[src/logic/rd_port_pkg.sv]
package rd_port_pkg;

    // ==============================
    // client port geometry
    // ==============================

    // two read clients, the round-robin logic assumes this
    localparam int NUM_PORTS = 2;

    // address in units of one 512-bit line
    localparam int LINE_ADDR_W = 26;

    // burst length, L means L+1 lines
    localparam int BURST_LEN_W = 16;

    // one returned line
    localparam int LINE_W = 512;

    // ==============================
    // client records
    // ==============================

    // one bit per client, at most one set
    typedef logic [NUM_PORTS-1:0] port_sel_t;

    // burst command as issued by a client
    typedef struct packed {
        logic [LINE_ADDR_W-1:0] line_addr;
        logic [BURST_LEN_W-1:0] burst_len;
    } rd_cmd_t;

    // return routing of one accepted burst
    // sel picks the client, burst_len counts the lines still owed
    typedef struct packed {
        port_sel_t              sel;
        logic [BURST_LEN_W-1:0] burst_len;
    } route_rec_t;

endpackage

[src/logic/mem_bus_pkg.sv]
package mem_bus_pkg;

    // ==============================
    // memory side geometry
    // ==============================

    // width of one return beat
    localparam int BEAT_W = 128;

    // beats that make up one client line
    localparam int BEATS_PER_LINE = rd_port_pkg::LINE_W / BEAT_W;

    // byte address toward the memory
    localparam int BYTE_ADDR_W = 32;

    // 64 bytes per line
    localparam int LINE_OFFSET_W = 6;

    // ==============================
    // internal buffer depths
    // ==============================

    // bursts in flight between command and return side
    localparam int ROUTE_DEPTH = 8;

    // beats parked while a line waits for its client
    localparam int BEAT_BUF_DEPTH = 8;

    // one read request, single line
    typedef struct packed {
        logic [BYTE_ADDR_W-1:0] byte_addr;
    } mem_req_t;

    // one return beat
    typedef logic [BEAT_W-1:0] mem_beat_t;

endpackage

[src/logic/burst_expander.sv]
`timescale 1ns/1ps

module burst_expander (
    input  logic                   clk_i,
    input  logic                   rst_i,
    input  logic                   start_i,
    input  rd_port_pkg::rd_cmd_t   cmd_i,
    output logic                   busy_o,
    output mem_bus_pkg::mem_req_t  ar_o,
    output logic                   ar_vld_o,
    input  logic                   ar_rdy_i
);
    import rd_port_pkg::*;
    import mem_bus_pkg::*;

    logic                   busy_q;
    logic [LINE_ADDR_W-1:0] cur_q;
    logic [LINE_ADDR_W-1:0] last_q;
    logic [LINE_ADDR_W-1:0] cur_addr;
    logic [LINE_ADDR_W-1:0] last_addr;
    logic                   active;
    logic                   ar_xfer;
    logic                   at_last;

    // ==============================
    // current request
    // ==============================

    // first line goes out in the start cycle itself
    assign active    = busy_q || start_i;
    assign cur_addr  = start_i ? cmd_i.line_addr : cur_q;
    assign last_addr = start_i ? cmd_i.line_addr + LINE_ADDR_W'(cmd_i.burst_len) : last_q;
    assign at_last   = (cur_addr == last_addr);

    assign ar_vld_o       = active;
    assign ar_o.byte_addr = {cur_addr, {LINE_OFFSET_W{1'b0}}};
    assign ar_xfer        = ar_vld_o && ar_rdy_i;

    // busy covers the start cycle so no second grant slips in
    assign busy_o = active;

    // ==============================
    // line stepping
    // ==============================

    // drops after the final line transfers
    always_ff @(posedge clk_i or posedge rst_i)
    begin
        if (rst_i)
        begin
            busy_q <= 1'b0;
        end
        else if (active)
        begin
            busy_q <= !(ar_xfer && at_last);
        end
    end

    // hold address while memory stalls, step by one line per transfer
    always_ff @(posedge clk_i)
    begin
        if (active)
        begin
            cur_q  <= ar_xfer ? cur_addr + 1'b1 : cur_addr;
            last_q <= last_addr;
        end
    end

    // arbiter must hold off while a burst is still expanding
    a_no_start_busy: assert property (@(posedge clk_i) disable iff (rst_i)
        start_i |-> !busy_q)
        else $error("burst start while expander busy");

endmodule

[src/logic/ddr_read_arbiter.sv]
`timescale 1ns/1ps

module ddr_read_arbiter (
    input  logic                                                      clk_i,
    input  logic                                                      rst_i,
    // client command side
    input  rd_port_pkg::rd_cmd_t [rd_port_pkg::NUM_PORTS-1:0]         cmd_i,
    input  rd_port_pkg::port_sel_t                                    cmd_vld_i,
    output rd_port_pkg::port_sel_t                                    cmd_rdy_o,
    // client data side
    output logic [rd_port_pkg::NUM_PORTS-1:0][rd_port_pkg::LINE_W-1:0] rdata_o,
    output rd_port_pkg::port_sel_t                                    rdata_vld_o,
    output rd_port_pkg::port_sel_t                                    rdata_last_o,
    input  rd_port_pkg::port_sel_t                                    rdata_rdy_i,
    // memory side
    output mem_bus_pkg::mem_req_t                                     ar_o,
    output logic                                                      ar_vld_o,
    input  logic                                                      ar_rdy_i,
    input  mem_bus_pkg::mem_beat_t                                    r_beat_i,
    input  logic                                                      r_vld_i,
    output logic                                                      r_rdy_o
);

    // ==============================
    // internal wiring
    // ==============================

    logic                     grant;
    rd_port_pkg::rd_cmd_t     grant_cmd;
    rd_port_pkg::port_sel_t   grant_sel;
    rd_port_pkg::route_rec_t  push_rec;
    logic                     route_full;
    logic                     exp_busy;
    rd_port_pkg::route_rec_t  head_rec;
    logic                     head_vld;
    logic                     route_pop;

    // owner and length of the granted burst
    assign push_rec = '{sel: grant_sel, burst_len: grant_cmd.burst_len};

    rd_port_arbiter u_arbiter (
        .clk_i        (clk_i),
        .rst_i        (rst_i),
        .cmd_i        (cmd_i),
        .cmd_vld_i    (cmd_vld_i),
        .cmd_rdy_o    (cmd_rdy_o),
        .route_full_i (route_full),
        .exp_busy_i   (exp_busy),
        .grant_o      (grant),
        .grant_cmd_o  (grant_cmd),
        .grant_sel_o  (grant_sel)
    );

    burst_expander u_expander (
        .clk_i    (clk_i),
        .rst_i    (rst_i),
        .start_i  (grant),
        .cmd_i    (grant_cmd),
        .busy_o   (exp_busy),
        .ar_o     (ar_o),
        .ar_vld_o (ar_vld_o),
        .ar_rdy_i (ar_rdy_i)
    );

    route_fifo u_route (
        .clk_i       (clk_i),
        .rst_i       (rst_i),
        .push_i      (grant),
        .rec_i       (push_rec),
        .full_o      (route_full),
        .pop_i       (route_pop),
        .head_o      (head_rec),
        .not_empty_o (head_vld)
    );

    line_assembler u_assembler (
        .clk_i       (clk_i),
        .rst_i       (rst_i),
        .beat_i      (r_beat_i),
        .r_vld_i     (r_vld_i),
        .r_rdy_o     (r_rdy_o),
        .head_i      (head_rec),
        .head_vld_i  (head_vld),
        .pop_o       (route_pop),
        .line_o      (rdata_o),
        .line_vld_o  (rdata_vld_o),
        .line_last_o (rdata_last_o),
        .line_rdy_i  (rdata_rdy_i)
    );

endmodule

[src/logic/line_assembler.sv]
`timescale 1ns/1ps

module line_assembler (
    input  logic                                                      clk_i,
    input  logic                                                      rst_i,
    input  mem_bus_pkg::mem_beat_t                                    beat_i,
    input  logic                                                      r_vld_i,
    output logic                                                      r_rdy_o,
    input  rd_port_pkg::route_rec_t                                   head_i,
    input  logic                                                      head_vld_i,
    output logic                                                      pop_o,
    output logic [rd_port_pkg::NUM_PORTS-1:0][rd_port_pkg::LINE_W-1:0] line_o,
    output rd_port_pkg::port_sel_t                                    line_vld_o,
    output rd_port_pkg::port_sel_t                                    line_last_o,
    input  rd_port_pkg::port_sel_t                                    line_rdy_i
);
    import rd_port_pkg::*;
    import mem_bus_pkg::*;

    // beat buffer
    mem_beat_t                         bb_mem [BEAT_BUF_DEPTH];
    logic [$clog2(BEAT_BUF_DEPTH):0]   bb_wr;
    logic [$clog2(BEAT_BUF_DEPTH):0]   bb_rd;
    logic [$clog2(BEAT_BUF_DEPTH):0]   bb_cnt;
    logic [$clog2(BEAT_BUF_DEPTH):0]   bb_cnt_nxt;
    logic                              bb_push;
    logic                              bb_pop;
    logic                              rdy_q;

    // line build and return
    logic [$clog2(BEATS_PER_LINE)-1:0] beat_cnt;
    logic                              beat_last;
    logic [LINE_W-1:0]                 line_q;
    logic                              line_full_q;
    logic                              first_q;
    logic [BURST_LEN_W-1:0]            rem_q;
    logic [BURST_LEN_W-1:0]            rem;
    logic                              offer;
    logic                              accept;

    // ==============================
    // beat buffer
    // ==============================

    assign bb_push    = r_vld_i && r_rdy_o;
    assign bb_cnt     = bb_wr - bb_rd;
    assign bb_cnt_nxt = bb_cnt + bb_push - bb_pop;

    // registered ready, low out of reset, drops when the next beat has no slot
    assign r_rdy_o = rdy_q;

    always_ff @(posedge clk_i)
    begin
        if (bb_push)
        begin
            bb_mem[bb_wr[$clog2(BEAT_BUF_DEPTH)-1:0]] <= beat_i;
        end
    end

    always_ff @(posedge clk_i or posedge rst_i)
    begin
        if (rst_i)
        begin
            bb_wr <= '0;
            bb_rd <= '0;
            rdy_q <= 1'b0;
        end
        else
        begin
            bb_wr <= bb_wr + bb_push;
            bb_rd <= bb_rd + bb_pop;
            rdy_q <= (int'(bb_cnt_nxt) < BEAT_BUF_DEPTH);
        end
    end

    // ==============================
    // line build
    // ==============================

    // pull a beat unless a finished line is still waiting
    assign bb_pop    = (bb_wr != bb_rd) && (!line_full_q || accept);
    assign beat_last = (int'(beat_cnt) == BEATS_PER_LINE - 1);

    // shift in from the top, beat k lands in slice k after the fourth
    always_ff @(posedge clk_i)
    begin
        if (bb_pop)
        begin
            line_q <= {bb_mem[bb_rd[$clog2(BEAT_BUF_DEPTH)-1:0]], line_q[LINE_W-1:BEAT_W]};
        end
    end

    always_ff @(posedge clk_i or posedge rst_i)
    begin
        if (rst_i)
        begin
            beat_cnt    <= '0;
            line_full_q <= 1'b0;
        end
        else
        begin
            if (bb_pop)
            begin
                beat_cnt <= beat_last ? '0 : beat_cnt + 1'b1;
            end
            if (bb_pop && beat_last)
            begin
                line_full_q <= 1'b1;
            end
            else if (accept)
            begin
                line_full_q <= 1'b0;
            end
        end
    end

    // ==============================
    // routing to the client
    // ==============================

    // head burst_len counts lines left after this one
    assign rem    = first_q ? head_i.burst_len : rem_q;
    assign offer  = line_full_q && head_vld_i;
    assign accept = |(line_vld_o & line_rdy_i);
    assign pop_o  = accept && (rem == '0);

    assign line_vld_o  = head_i.sel & {NUM_PORTS{offer}};
    assign line_last_o = head_i.sel & {NUM_PORTS{offer && (rem == '0)}};

    // same line toward every port, valid picks the owner
    always_comb
    begin
        for (int p = 0; p < NUM_PORTS; p++)
        begin
            line_o[p] = line_q;
        end
    end

    // next line after the last one starts a new record
    always_ff @(posedge clk_i or posedge rst_i)
    begin
        if (rst_i)
        begin
            first_q <= 1'b1;
        end
        else if (accept)
        begin
            first_q <= (rem == '0);
        end
    end

    always_ff @(posedge clk_i)
    begin
        if (accept)
        begin
            rem_q <= rem - 1'b1;
        end
    end

    // route records carry a one-hot select
    a_vld_onehot: assert property (@(posedge clk_i) disable iff (rst_i)
        $onehot0(line_vld_o))
        else $error("line valid toward more than one port");

endmodule

[src/logic/rd_port_arbiter.sv]
`timescale 1ns/1ps

module rd_port_arbiter (
    input  logic                                               clk_i,
    input  logic                                               rst_i,
    input  rd_port_pkg::rd_cmd_t [rd_port_pkg::NUM_PORTS-1:0]  cmd_i,
    input  rd_port_pkg::port_sel_t                             cmd_vld_i,
    output rd_port_pkg::port_sel_t                             cmd_rdy_o,
    input  logic                                               route_full_i,
    input  logic                                               exp_busy_i,
    output logic                                               grant_o,
    output rd_port_pkg::rd_cmd_t                               grant_cmd_o,
    output rd_port_pkg::port_sel_t                             grant_sel_o
);
    import rd_port_pkg::*;

    // one-hot round-robin pointer
    port_sel_t rr_ptr;
    logic      fav_vld;
    logic      can_accept;
    logic      accept;
    rd_cmd_t   fav_cmd;

    // favored port has something to send
    assign fav_vld = |(rr_ptr & cmd_vld_i);

    // expander idle and room to record the route
    assign can_accept = !exp_busy_i && !route_full_i;

    // ready only toward the favored port and only when it is asking
    assign cmd_rdy_o = rr_ptr & cmd_vld_i & {NUM_PORTS{can_accept}};
    assign accept    = |(cmd_rdy_o & cmd_vld_i);

    // command of the favored port
    always_comb
    begin
        fav_cmd = '0;
        for (int p = 0; p < NUM_PORTS; p++)
        begin
            if (rr_ptr[p])
            begin
                fav_cmd = cmd_i[p];
            end
        end
    end

    // rotate after a grant, or skip over an idle port
    always_ff @(posedge clk_i or posedge rst_i)
    begin
        if (rst_i)
        begin
            rr_ptr  <= port_sel_t'(1);
            grant_o <= 1'b0;
        end
        else
        begin
            grant_o <= accept;
            if (accept || !fav_vld)
            begin
                rr_ptr <= {rr_ptr[NUM_PORTS-2:0], rr_ptr[NUM_PORTS-1]};
            end
        end
    end

    // accepted command, valid together with grant_o
    always_ff @(posedge clk_i)
    begin
        if (accept)
        begin
            grant_cmd_o <= fav_cmd;
            grant_sel_o <= rr_ptr;
        end
    end

    // pointer stays one-hot, so at most one client may see ready
    a_rdy_onehot: assert property (@(posedge clk_i) disable iff (rst_i)
        $onehot0(cmd_rdy_o))
        else $error("cmd_rdy_o high for more than one port");

endmodule

[src/logic/route_fifo.sv]
`timescale 1ns/1ps

module route_fifo (
    input  logic                     clk_i,
    input  logic                     rst_i,
    input  logic                     push_i,
    input  rd_port_pkg::route_rec_t  rec_i,
    output logic                     full_o,
    input  logic                     pop_i,
    output rd_port_pkg::route_rec_t  head_o,
    output logic                     not_empty_o
);
    import rd_port_pkg::*;
    import mem_bus_pkg::*;

    // one extra pointer bit tells full from empty
    logic [$clog2(ROUTE_DEPTH):0]   wr_ptr;
    logic [$clog2(ROUTE_DEPTH):0]   rd_ptr;
    route_rec_t                     rec_mem [ROUTE_DEPTH];

    // record storage
    always_ff @(posedge clk_i)
    begin
        if (push_i)
        begin
            rec_mem[wr_ptr[$clog2(ROUTE_DEPTH)-1:0]] <= rec_i;
        end
    end

    // pointers
    always_ff @(posedge clk_i or posedge rst_i)
    begin
        if (rst_i)
        begin
            wr_ptr <= '0;
            rd_ptr <= '0;
        end
        else
        begin
            if (push_i)
            begin
                wr_ptr <= wr_ptr + 1'b1;
            end
            if (pop_i)
            begin
                rd_ptr <= rd_ptr + 1'b1;
            end
        end
    end

    // head read straight from storage, new record shows next cycle
    assign head_o      = rec_mem[rd_ptr[$clog2(ROUTE_DEPTH)-1:0]];
    assign not_empty_o = (wr_ptr != rd_ptr);
    assign full_o      = (wr_ptr[$clog2(ROUTE_DEPTH)] != rd_ptr[$clog2(ROUTE_DEPTH)])
                      && (wr_ptr[$clog2(ROUTE_DEPTH)-1:0] == rd_ptr[$clog2(ROUTE_DEPTH)-1:0]);

    // arbiter gates on full, assembler pops only a live record
    a_no_overflow: assert property (@(posedge clk_i) disable iff (rst_i)
        push_i |-> !full_o)
        else $error("route record pushed while full");

    a_no_underflow: assert property (@(posedge clk_i) disable iff (rst_i)
        pop_i |-> not_empty_o)
        else $error("route record popped while empty");

endmodule
[config.mk]
export PLATFORM = sky130hd
export DESIGN_NAME = ddr_read_arbiter
export DESIGN_NICKNAME = d
export VERILOG_FILES = /design/src/logic/rd_port_pkg.sv /design/src/logic/mem_bus_pkg.sv /design/src/logic/burst_expander.sv /design/src/logic/ddr_read_arbiter.sv /design/src/logic/line_assembler.sv /design/src/logic/rd_port_arbiter.sv /design/src/logic/route_fifo.sv
export SDC_FILE = /design/constraint.sdc
export NUM_CORES = 1
export LEC_CHECK = 0
export BUFFER_PORTS_ARGS = -buffer_cell sky130_fd_sc_hd__buf_2
export CORE_AREA = 2 2 497 499
export DETAILED_ROUTE_END_ITERATION = 8
export DIE_AREA = 0 0 499 501
export PLACE_DENSITY_LB_ADDON = 0.05
export SYNTH_ARGS = -nofsm -noshare
export SYNTH_HDL_FRONTEND = slang
export SYNTH_SLANG_ARGS = --single-unit
[constraint.sdc]
create_clock -name clk_i -period 16.9 [get_ports clk_i]
set_clock_uncertainty 0.15 [all_clocks]
set_input_delay 1.69 -clock clk_i [delete_from_list [all_inputs] [get_ports clk_i]]
set_output_delay 1.69 -clock clk_i [all_outputs]
set_load 0.05 [all_outputs]
==> results of run 1 <==
[how the worst max path moves through the flow]
stage	startpoint	slack, ns	cells past startpoint	endpoint
2_1_floorplan	u_route.rd_ptr[0]	3.15	11	u_assembler.bb_rd[2]
3_3_place_gp	u_route.rd_ptr[0]	10.87	11	u_assembler.line_q[85]
3_5_place_dp	u_route.rd_ptr[0]	10.83	11	u_assembler.line_q[85]
4_1_cts	u_route.rd_ptr[1]	10.21	11	rdata_last_o[0]
5_1_grt	u_route.rd_ptr[1]	10.02	11	rdata_last_o[1]
6_report	u_route.rd_ptr[1]	10.33	11	rdata_last_o[0]
[report_power, final]
group | switching (uW) | internal [uW]
registers | 10.4 | 4940
clock network | 1830 | 2550
logic | 188 | 74.0
[synthesized netlist by cell type (all sizes together) (3+ instances only)]
library cell and count:
xnor2 65, clkbuf 68, o311ai 4, nor2b 9, a22o 42, a21o 9
xor2 35, inv 30, nand2b 13, or2 4, buf 569, nand3 22
ha 28, nand2 59, nor3 19, and3 12, edfxtp 1792, a21oi 41
o21ai 12, fa 3, o211ai 3, nand4 15, nor2 60, mux2 166
a41oi 3, nor4 3, and2 5, o21a 3, o31ai 5, mux2i 29
dfrtp 23, nand3b 4, mux4 292, a31oi 4, a211oi 4
[flip-flops by register name, indices dropped and copies added, names as in the netlist]
signal / cells
u_assembler.bb_rd: 4
u_assembler.bb_mem: 1024
u_arbiter.grant_o: 1
u_expander.last_q: 26
u_expander.cur_q: 26
u_assembler.line_q: 512
u_arbiter.rr_ptr: 2
u_assembler.line_full_q: 1
u_route.rec_mem: 144
u_arbiter.grant_sel_o: 2
u_route.rd_ptr: 4
u_assembler.beat_cnt: 2
u_assembler.first_q: 1
u_arbiter.grant_cmd_o: 42
u_route.wr_ptr: 4
u_assembler.bb_wr: 4
u_assembler.rem_q: 16
u_expander.busy_q: 1
u_assembler.r_rdy_o: 1
[metal layers]
layer | GRT usage | vias up | part of all wire
met4 | 0.04063 | 38 | 0.023
met3 | 0.03603 | 337 | 0.054
met5 | 0 | - | 0.0012
met1 | 0.2092 | 18490 | 0.43
met2 | 0.2724 | 1143 | 0.50
li1 | - | 15190 | -
[cells by family after synthesis]
group	count (synthesis)	synth area share
compound gates	153	0.01549
flops	1817	0.7643
other cells	1	0.00005264
fa+ha+maj	31	0.005761
xor+xnor	101	0.01261
buf+inv	668	0.06299
simple gates	231	0.01593
mux	487	0.1229
[critical path: stages (launching register included)]
cell     delay (ns)
dfrtp_1        0.91
buf_4          0.48
mux4_2         0.37
mux2_2         0.31
mux2i_2        0.29
ha_1           0.28
nand4_2        0.15
nor2_2         0.21
nand2_2        0.13
nor2_1         0.27
and2_1         0.18
buf_2          0.26
[final cells by class]
cell class	count	area, um2
diodes	12	30.03
inverters	31	123.9
well taps	3220	4029
flip-flops and latches	1817	54460
fillers	23180	160200
clock inverters	114	1191
clock buffers	260	5439
repair buffers	1341	6947
multi-input cells	1009	12420
[stage by stage]
step	cell area [um2]	util	power [uW]	std cells
6_report	84630	0.3457	9598	7804
5_1_grt	84610	0.3456	9952	7795
4_1_cts	84600	0.3456	9771	7792
3_5_place_dp	77970	0.3185	5314	7418
3_3_place_gp	77970	0.3185	5313	7418
2_1_floorplan	71250	-	5194	3494
[cell usage in the layout, fill, tap and decap left out, drive strengths merged, types with 5 or more instances in the layout]
cell type | netlist | final
a21o | 9 | 9
a21oi | 41 | 41
a22o | 42 | 42
and2 | 5 | 5
and3 | 12 | 12
buf | 569 | 1341
bufinv | 0 | 18
clkbuf | 68 | 260
clkinv | 1 | 89
conb | 1 | 6
dfrtp | 23 | 23
diode | 0 | 12
edfxtp | 1792 | 1792
ha | 28 | 28
inv | 30 | 34
mux2 | 166 | 166
mux2i | 29 | 29
mux4 | 292 | 292
nand2 | 59 | 59
nand2b | 13 | 13
nand3 | 22 | 22
nand4 | 15 | 15
nor2 | 60 | 60
nor2b | 9 | 9
nor3 | 19 | 19
o21ai | 12 | 12
o31ai | 5 | 5
xnor2 | 65 | 65
xor2 | 35 | 35
==> results.json, run 1 <==
{
  "via_count": 35190,
  "slew_headroom": 0.2964,
  "layout-drive-gt1-share": 0.4641,
  "cts_root_buffer": "clkbuf_16",
  "cts.repair.resized": 0,
  "antenna_found_initial": 73,
  "drv_slew": 0,
  "grt_use_total": 0.1611,
  "grt_pass1_wl_um": 286600,
  "detailed_place_hpwl_um": 131900,
  "synth.yosys.warnings": 0,
  "hold_ws_ns": 0.3128,
  "viasPerCell": 4.509,
  "synth-seq-cells": 1817,
  "io_pins": 1284,
  "grt_max_degree": 102,
  "cts_setup_buffers": 0,
  "clk_path_buf_depth": 3,
  "r2r_setup_slack_ns": 11.06,
  "synth.avg_cell_area_um2": 20.42,
  "drt-pass1-iter-count": 5,
  "min_from": "u_assembler.line_q[285]",
  "fmax_ghz": 0.1522,
  "synthArstFlopShare": 0.01376,
  "wl_per_cell_um": 26.64,
  "cts_buffers": 206,
  "gp_congestion": 0.7615,
  "cellLeakagePower_uw": 0.02949,
  "rr_worst_depth": 11,
  "grt_pass1_vias": 35920,
  "min_path_type": "reg -> reg",
  "die_y_um": 501,
  "syn_area_um2": 71230,
  "drt_iter0_drc": 2393,
  "drc": 0,
  "synth_top_area_frac": 0.7554,
  "yosys_most_used_dff": "edfxtp_1",
  "hold_buffers": 0,
  "drt_wl_total_um": 207900,
  "peakVddDrop_uv": 77.71,
  "min_period_over_period": 0.3888,
  "powerDensity_nw_per_um2": 113.4,
  "yosys.cell_types.count": 72,
  "finalSetupTns_ns": 0,
  "grt_overflow": 0,
  "holdPathEnd": "u_assembler.line_q[157]",
  "htree_levels": 4,
  "outcome": "complete, no violations",
  "critPathLaunchType": "flip-flop",
  "synthTopCellsByArea": "edfxtp_1 76%, mux4_2 9.2%, buf_4 5.5%",
  "cts_tree": "done",
  "syn_inst": 3489,
  "ys_seq_area_frac": 0.7643,
  "max-cap-violations": 0,
  "worst_slack_ns": 10.33,
  "initial_core_util": 0.2910,
  "dieArea_um2": 250000,
  "io_buffers": 1277,
  "setup_violations": 0,
  "place_ws_ns": 10.83,
  "area_delta_synth_final_pct": 18.81,
  "crit_type": "reg -> out",
  "layout.nets": 4657,
  "crit_path_end_kind": "output pin",
  "reg2reg_from": "u_route.rd_ptr[0]",
  "cts.sinks": 1817,
  "cp_max_fo": 24,
  "clk_pin_slew_ns": 0.06,
  "r2r_end": "u_assembler.line_q[305]",
  "fin_crit_ns": 6.570,
  "synth_top_area_cell": "edfxtp_1",
  "hold_viol": 0,
  "core_region_area_um2": 244800,
  "row_count": 182,
  "synth-edff-count": 1792,
  "tightestPinTransition_ns": 1.053,
  "die_w_um": 499,
  "min_path_cells": 0,
  "antenna_left": 0,
  "crit_required_ns": 15.06,
  "rsz0062_at_grt": "no",
  "crit_arrival_ns": 4.73,
  "clkLatencyLatePin_ns": 0.83
}
Power figures use the tool's default switching activity.
==> run 2: changes to the inputs <==
--- a/config.mk
+++ b/config.mk
@@ -5,10 +5,11 @@
 export SDC_FILE = /design/constraint.sdc
 export NUM_CORES = 1
 export LEC_CHECK = 0
+export ABC_AREA = 1
 export BUFFER_PORTS_ARGS = -buffer_cell sky130_fd_sc_hd__buf_2
-export CORE_AREA = 2 2 497 499
+export CORE_AREA = 2 2 503 505
 export DETAILED_ROUTE_END_ITERATION = 8
-export DIE_AREA = 0 0 499 501
+export DIE_AREA = 0 0 505 507
 export PLACE_DENSITY_LB_ADDON = 0.05
 export SYNTH_ARGS = -nofsm -noshare
 export SYNTH_HDL_FRONTEND = slang
==> constraint.sdc (replaced) <==
create_clock -name clk_i -period 6 [get_ports clk_i]
set_clock_uncertainty 0.15 [all_clocks]
set_input_delay 0.6 -clock clk_i [delete_from_list [all_inputs] [get_ports clk_i]]
set_output_delay 0.6 -clock clk_i [all_outputs]
set_load 0.05 [all_outputs]
==> results.json, run 2 <==
{
  "drv_slew": 0,
  "htree_levels": 4,
  "synthTopCellsByCount": "1792 x edfxtp_1, 1094 x nor2_1, 608 x o21ai_0",
  "cts_root_buffer": "clkbuf_16",
  "synthArstFlopShare": 0.01376,
  "tightestPinTransition_ns": 1.139,
  "crit_arrival_ns": 3.93,
  "layout-drive-gt1-share": 0.2530,
  "syn_area_um2": 73010,
  "gp_congestion": 0.8728,
  "layout_common_cells": "1792 x edfxtp_1, 1277 x buf_2, 1086 x nor2_1, 608 x o21ai_0, 424 x nand2_1",
  "synth.avg_cell_area_um2": 13.17,
  "fillers": 24600,
  "setup_violations": 0,
  "wl_per_cell_um": 22.73,
  "area_delta_synth_final_pct": 21.13,
  "min_from": "cmd_i[41]",
  "hold_buffers": 203,
  "dieArea_um2": 256000,
  "worst_slack_ns": 1.316,
  "rr_worst_depth": 14,
  "place_ws_ns": 1.396,
  "synth_top_area_cell": "edfxtp_1",
  "max-cap-violations": 0,
  "r2r_end": "u_assembler.line_q[179]",
  "io_pins": 1284,
  "synth.yosys.warnings": 0,
  "critPathLaunchType": "flip-flop",
  "hold_viol": 0,
  "grt_pass1_wl_um": 326000,
  "crit_required_ns": 5.25,
  "yosys.cell_types.count": 48,
  "viasPerCell": 4.521,
  "r2r_setup_slack_ns": 1.40,
  "final_common_cell": "edfxtp_1",
  "synth-seq-cells": 1817,
  "cts.repair.resized": 0,
  "antenna_left": 0,
  "reg2reg_from": "u_route.rd_ptr[1]",
  "drt_wl_total_um": 229200,
  "cts_buffers": 210,
  "grt_max_degree": 176,
  "antenna_found_initial": 43,
  "layout.nets": 6793,
  "fmax_ghz": 0.2135,
  "fin_crit_ns": 4.684,
  "cts.sinks": 1817,
  "drc": 0,
  "multi_input_area_um2": 13110,
  "synthTopCellsByArea": "edfxtp_1 74%, nor2_1 5.6%, buf_4 5.4%",
  "via_count": 45590,
  "clk_pin_slew_ns": 0.06,
  "synth_top_area_frac": 0.7370,
  "final_util": 0.3531,
  "slew_headroom": 0.2376,
  "grt_pass1_vias": 44490,
  "row_count": 184,
  "finalSetupTns_ns": 0,
  "synth_most_common_cell": "edfxtp_1",
  "syn_inst": 5543,
  "io_buffers": 1277,
  "rsz0062_at_grt": "no",
  "initial_core_util": 0.2915,
  "die_y_um": 507,
  "largest_reg_flops": 1024,
  "fin_area_um2": 88430,
  "detailed_place.area_um2": 79640,
  "min_period_over_period": 0.7807,
  "ff_latch_area_um2": 54450,
  "cts_tree": "done",
  "grt_overflow": 0,
  "cp_max_fo": 63,
  "holdPathEnd": "u_arbiter.grant_cmd_o[41]",
  "clkLatencyLatePin_ns": 0.83,
  "ys_seq_area_frac": 0.7456,
  "drt_iter0_drc": 3332,
  "synth-edff-count": 1792,
  "die_w_um": 505,
  "cts_setup_buffers": 0,
  "outcome": "complete, no violations",
  "core_region_area_um2": 250500,
  "grt_use_total": 0.1720,
  "crit_path_end_kind": "output pin",
  "yosys_most_used_dff": "edfxtp_1",
  "drt-pass1-iter-count": 5,
  "crit_type": "reg -> out",
  "clk_path_buf_depth": 3,
  "min_path_type": "in -> reg",
  "detailed_place_hpwl_um": 138600,
  "min_path_cells": 3
}
-- run 2: cell count changes in the layout (fill, tap and decap cells not counted), sizes merged, moves of 125 or more --
cell         previous run  this run
nor2                   60      1101
mux4                  292         0
o22ai                   1       131
dlygate4sd3             0       203
a31oi                   4       129
nand2                  59       428
mux2                  166         0
nand3                  22       158
o21ai                  12       631
inv                    34       169
-- run 2: final cells by class --
class                           instances  area share
Tap cell                             3348     0.04737
Inverter                              168    0.007697
Antenna cell                           15   0.0004244
Clock inverter                        129     0.01368
Multi-Input combinational cell       2790      0.1483
Sequential cell                      1817      0.6157
Timing Repair Buffer                 1555      0.1044
Clock buffer                          261     0.06242
-- run 2: worst max path at each step --
stage | start | to | slack, ns
CTS | u_route.rd_ptr[0] | rdata_last_o[1] | 1.16
floorplan | u_assembler.r_rdy_o | u_assembler.bb_mem[0][0] | -1.02
detailed placement | u_route.rd_ptr[1] | u_assembler.r_rdy_o | 1.40
global placement | u_route.rd_ptr[1] | u_assembler.r_rdy_o | 1.40
finish | u_route.rd_ptr[0] | rdata_last_o[1] | 1.32
global route | u_route.rd_ptr[0] | rdata_last_o[1] | 0.91
-- run 2: worst max-delay path, cell delays in order, from the launching register on --
cell and delay [ns]:
dfrtp_2 0.41, inv_2 0.18, buf_4 0.61, o21ai_0 0.16
o221ai_1 0.18, o211ai_1 0.12, o21ai_0 0.16, inv_1 0.16
ha_1 0.27, nand2_1 0.13, nor2_1 0.05, nand3_1 0.15
nor2_1 0.06, nand3b_1 0.17, nor2_1 0.06, buf_2 0.21
-- run 2: layer usage --
layer,vias up,part of all wire,GRT usage
met5,-,0.00081,0
met4,30,0.021,0.04121
met3,318,0.048,0.03212
met2,1228,0.49,0.2906
met1,22710,0.44,0.2277
li1,21310,-,-
-- run 2: logic make-up after synthesis --
group | share of synthesized area
AND/OR/NAND/NOR | 0.09547
other | 0.00005136
XOR/XNOR | 0.005278
flip-flops | 0.7456
AO/OA/AOI/OAI | 0.07208
adder cells (fa/ha/maj) | 0.005621
buffers and inverters | 0.07585
-- run 2: stage by stage --
step           instances  hold slack [ns]
5_1_grt            10070          0.01911
3_3_place_gp        9475           0.2981
2_1_floorplan       5548           0.2731
4_1_cts            10070         0.003628
3_5_place_dp        9475           0.3046
6_report           10080          0.08319
Power of run 2 is left out: the tool's default activity adds up to more than one toggle a clock period on the data nets, which glitch-free logic cannot reach.
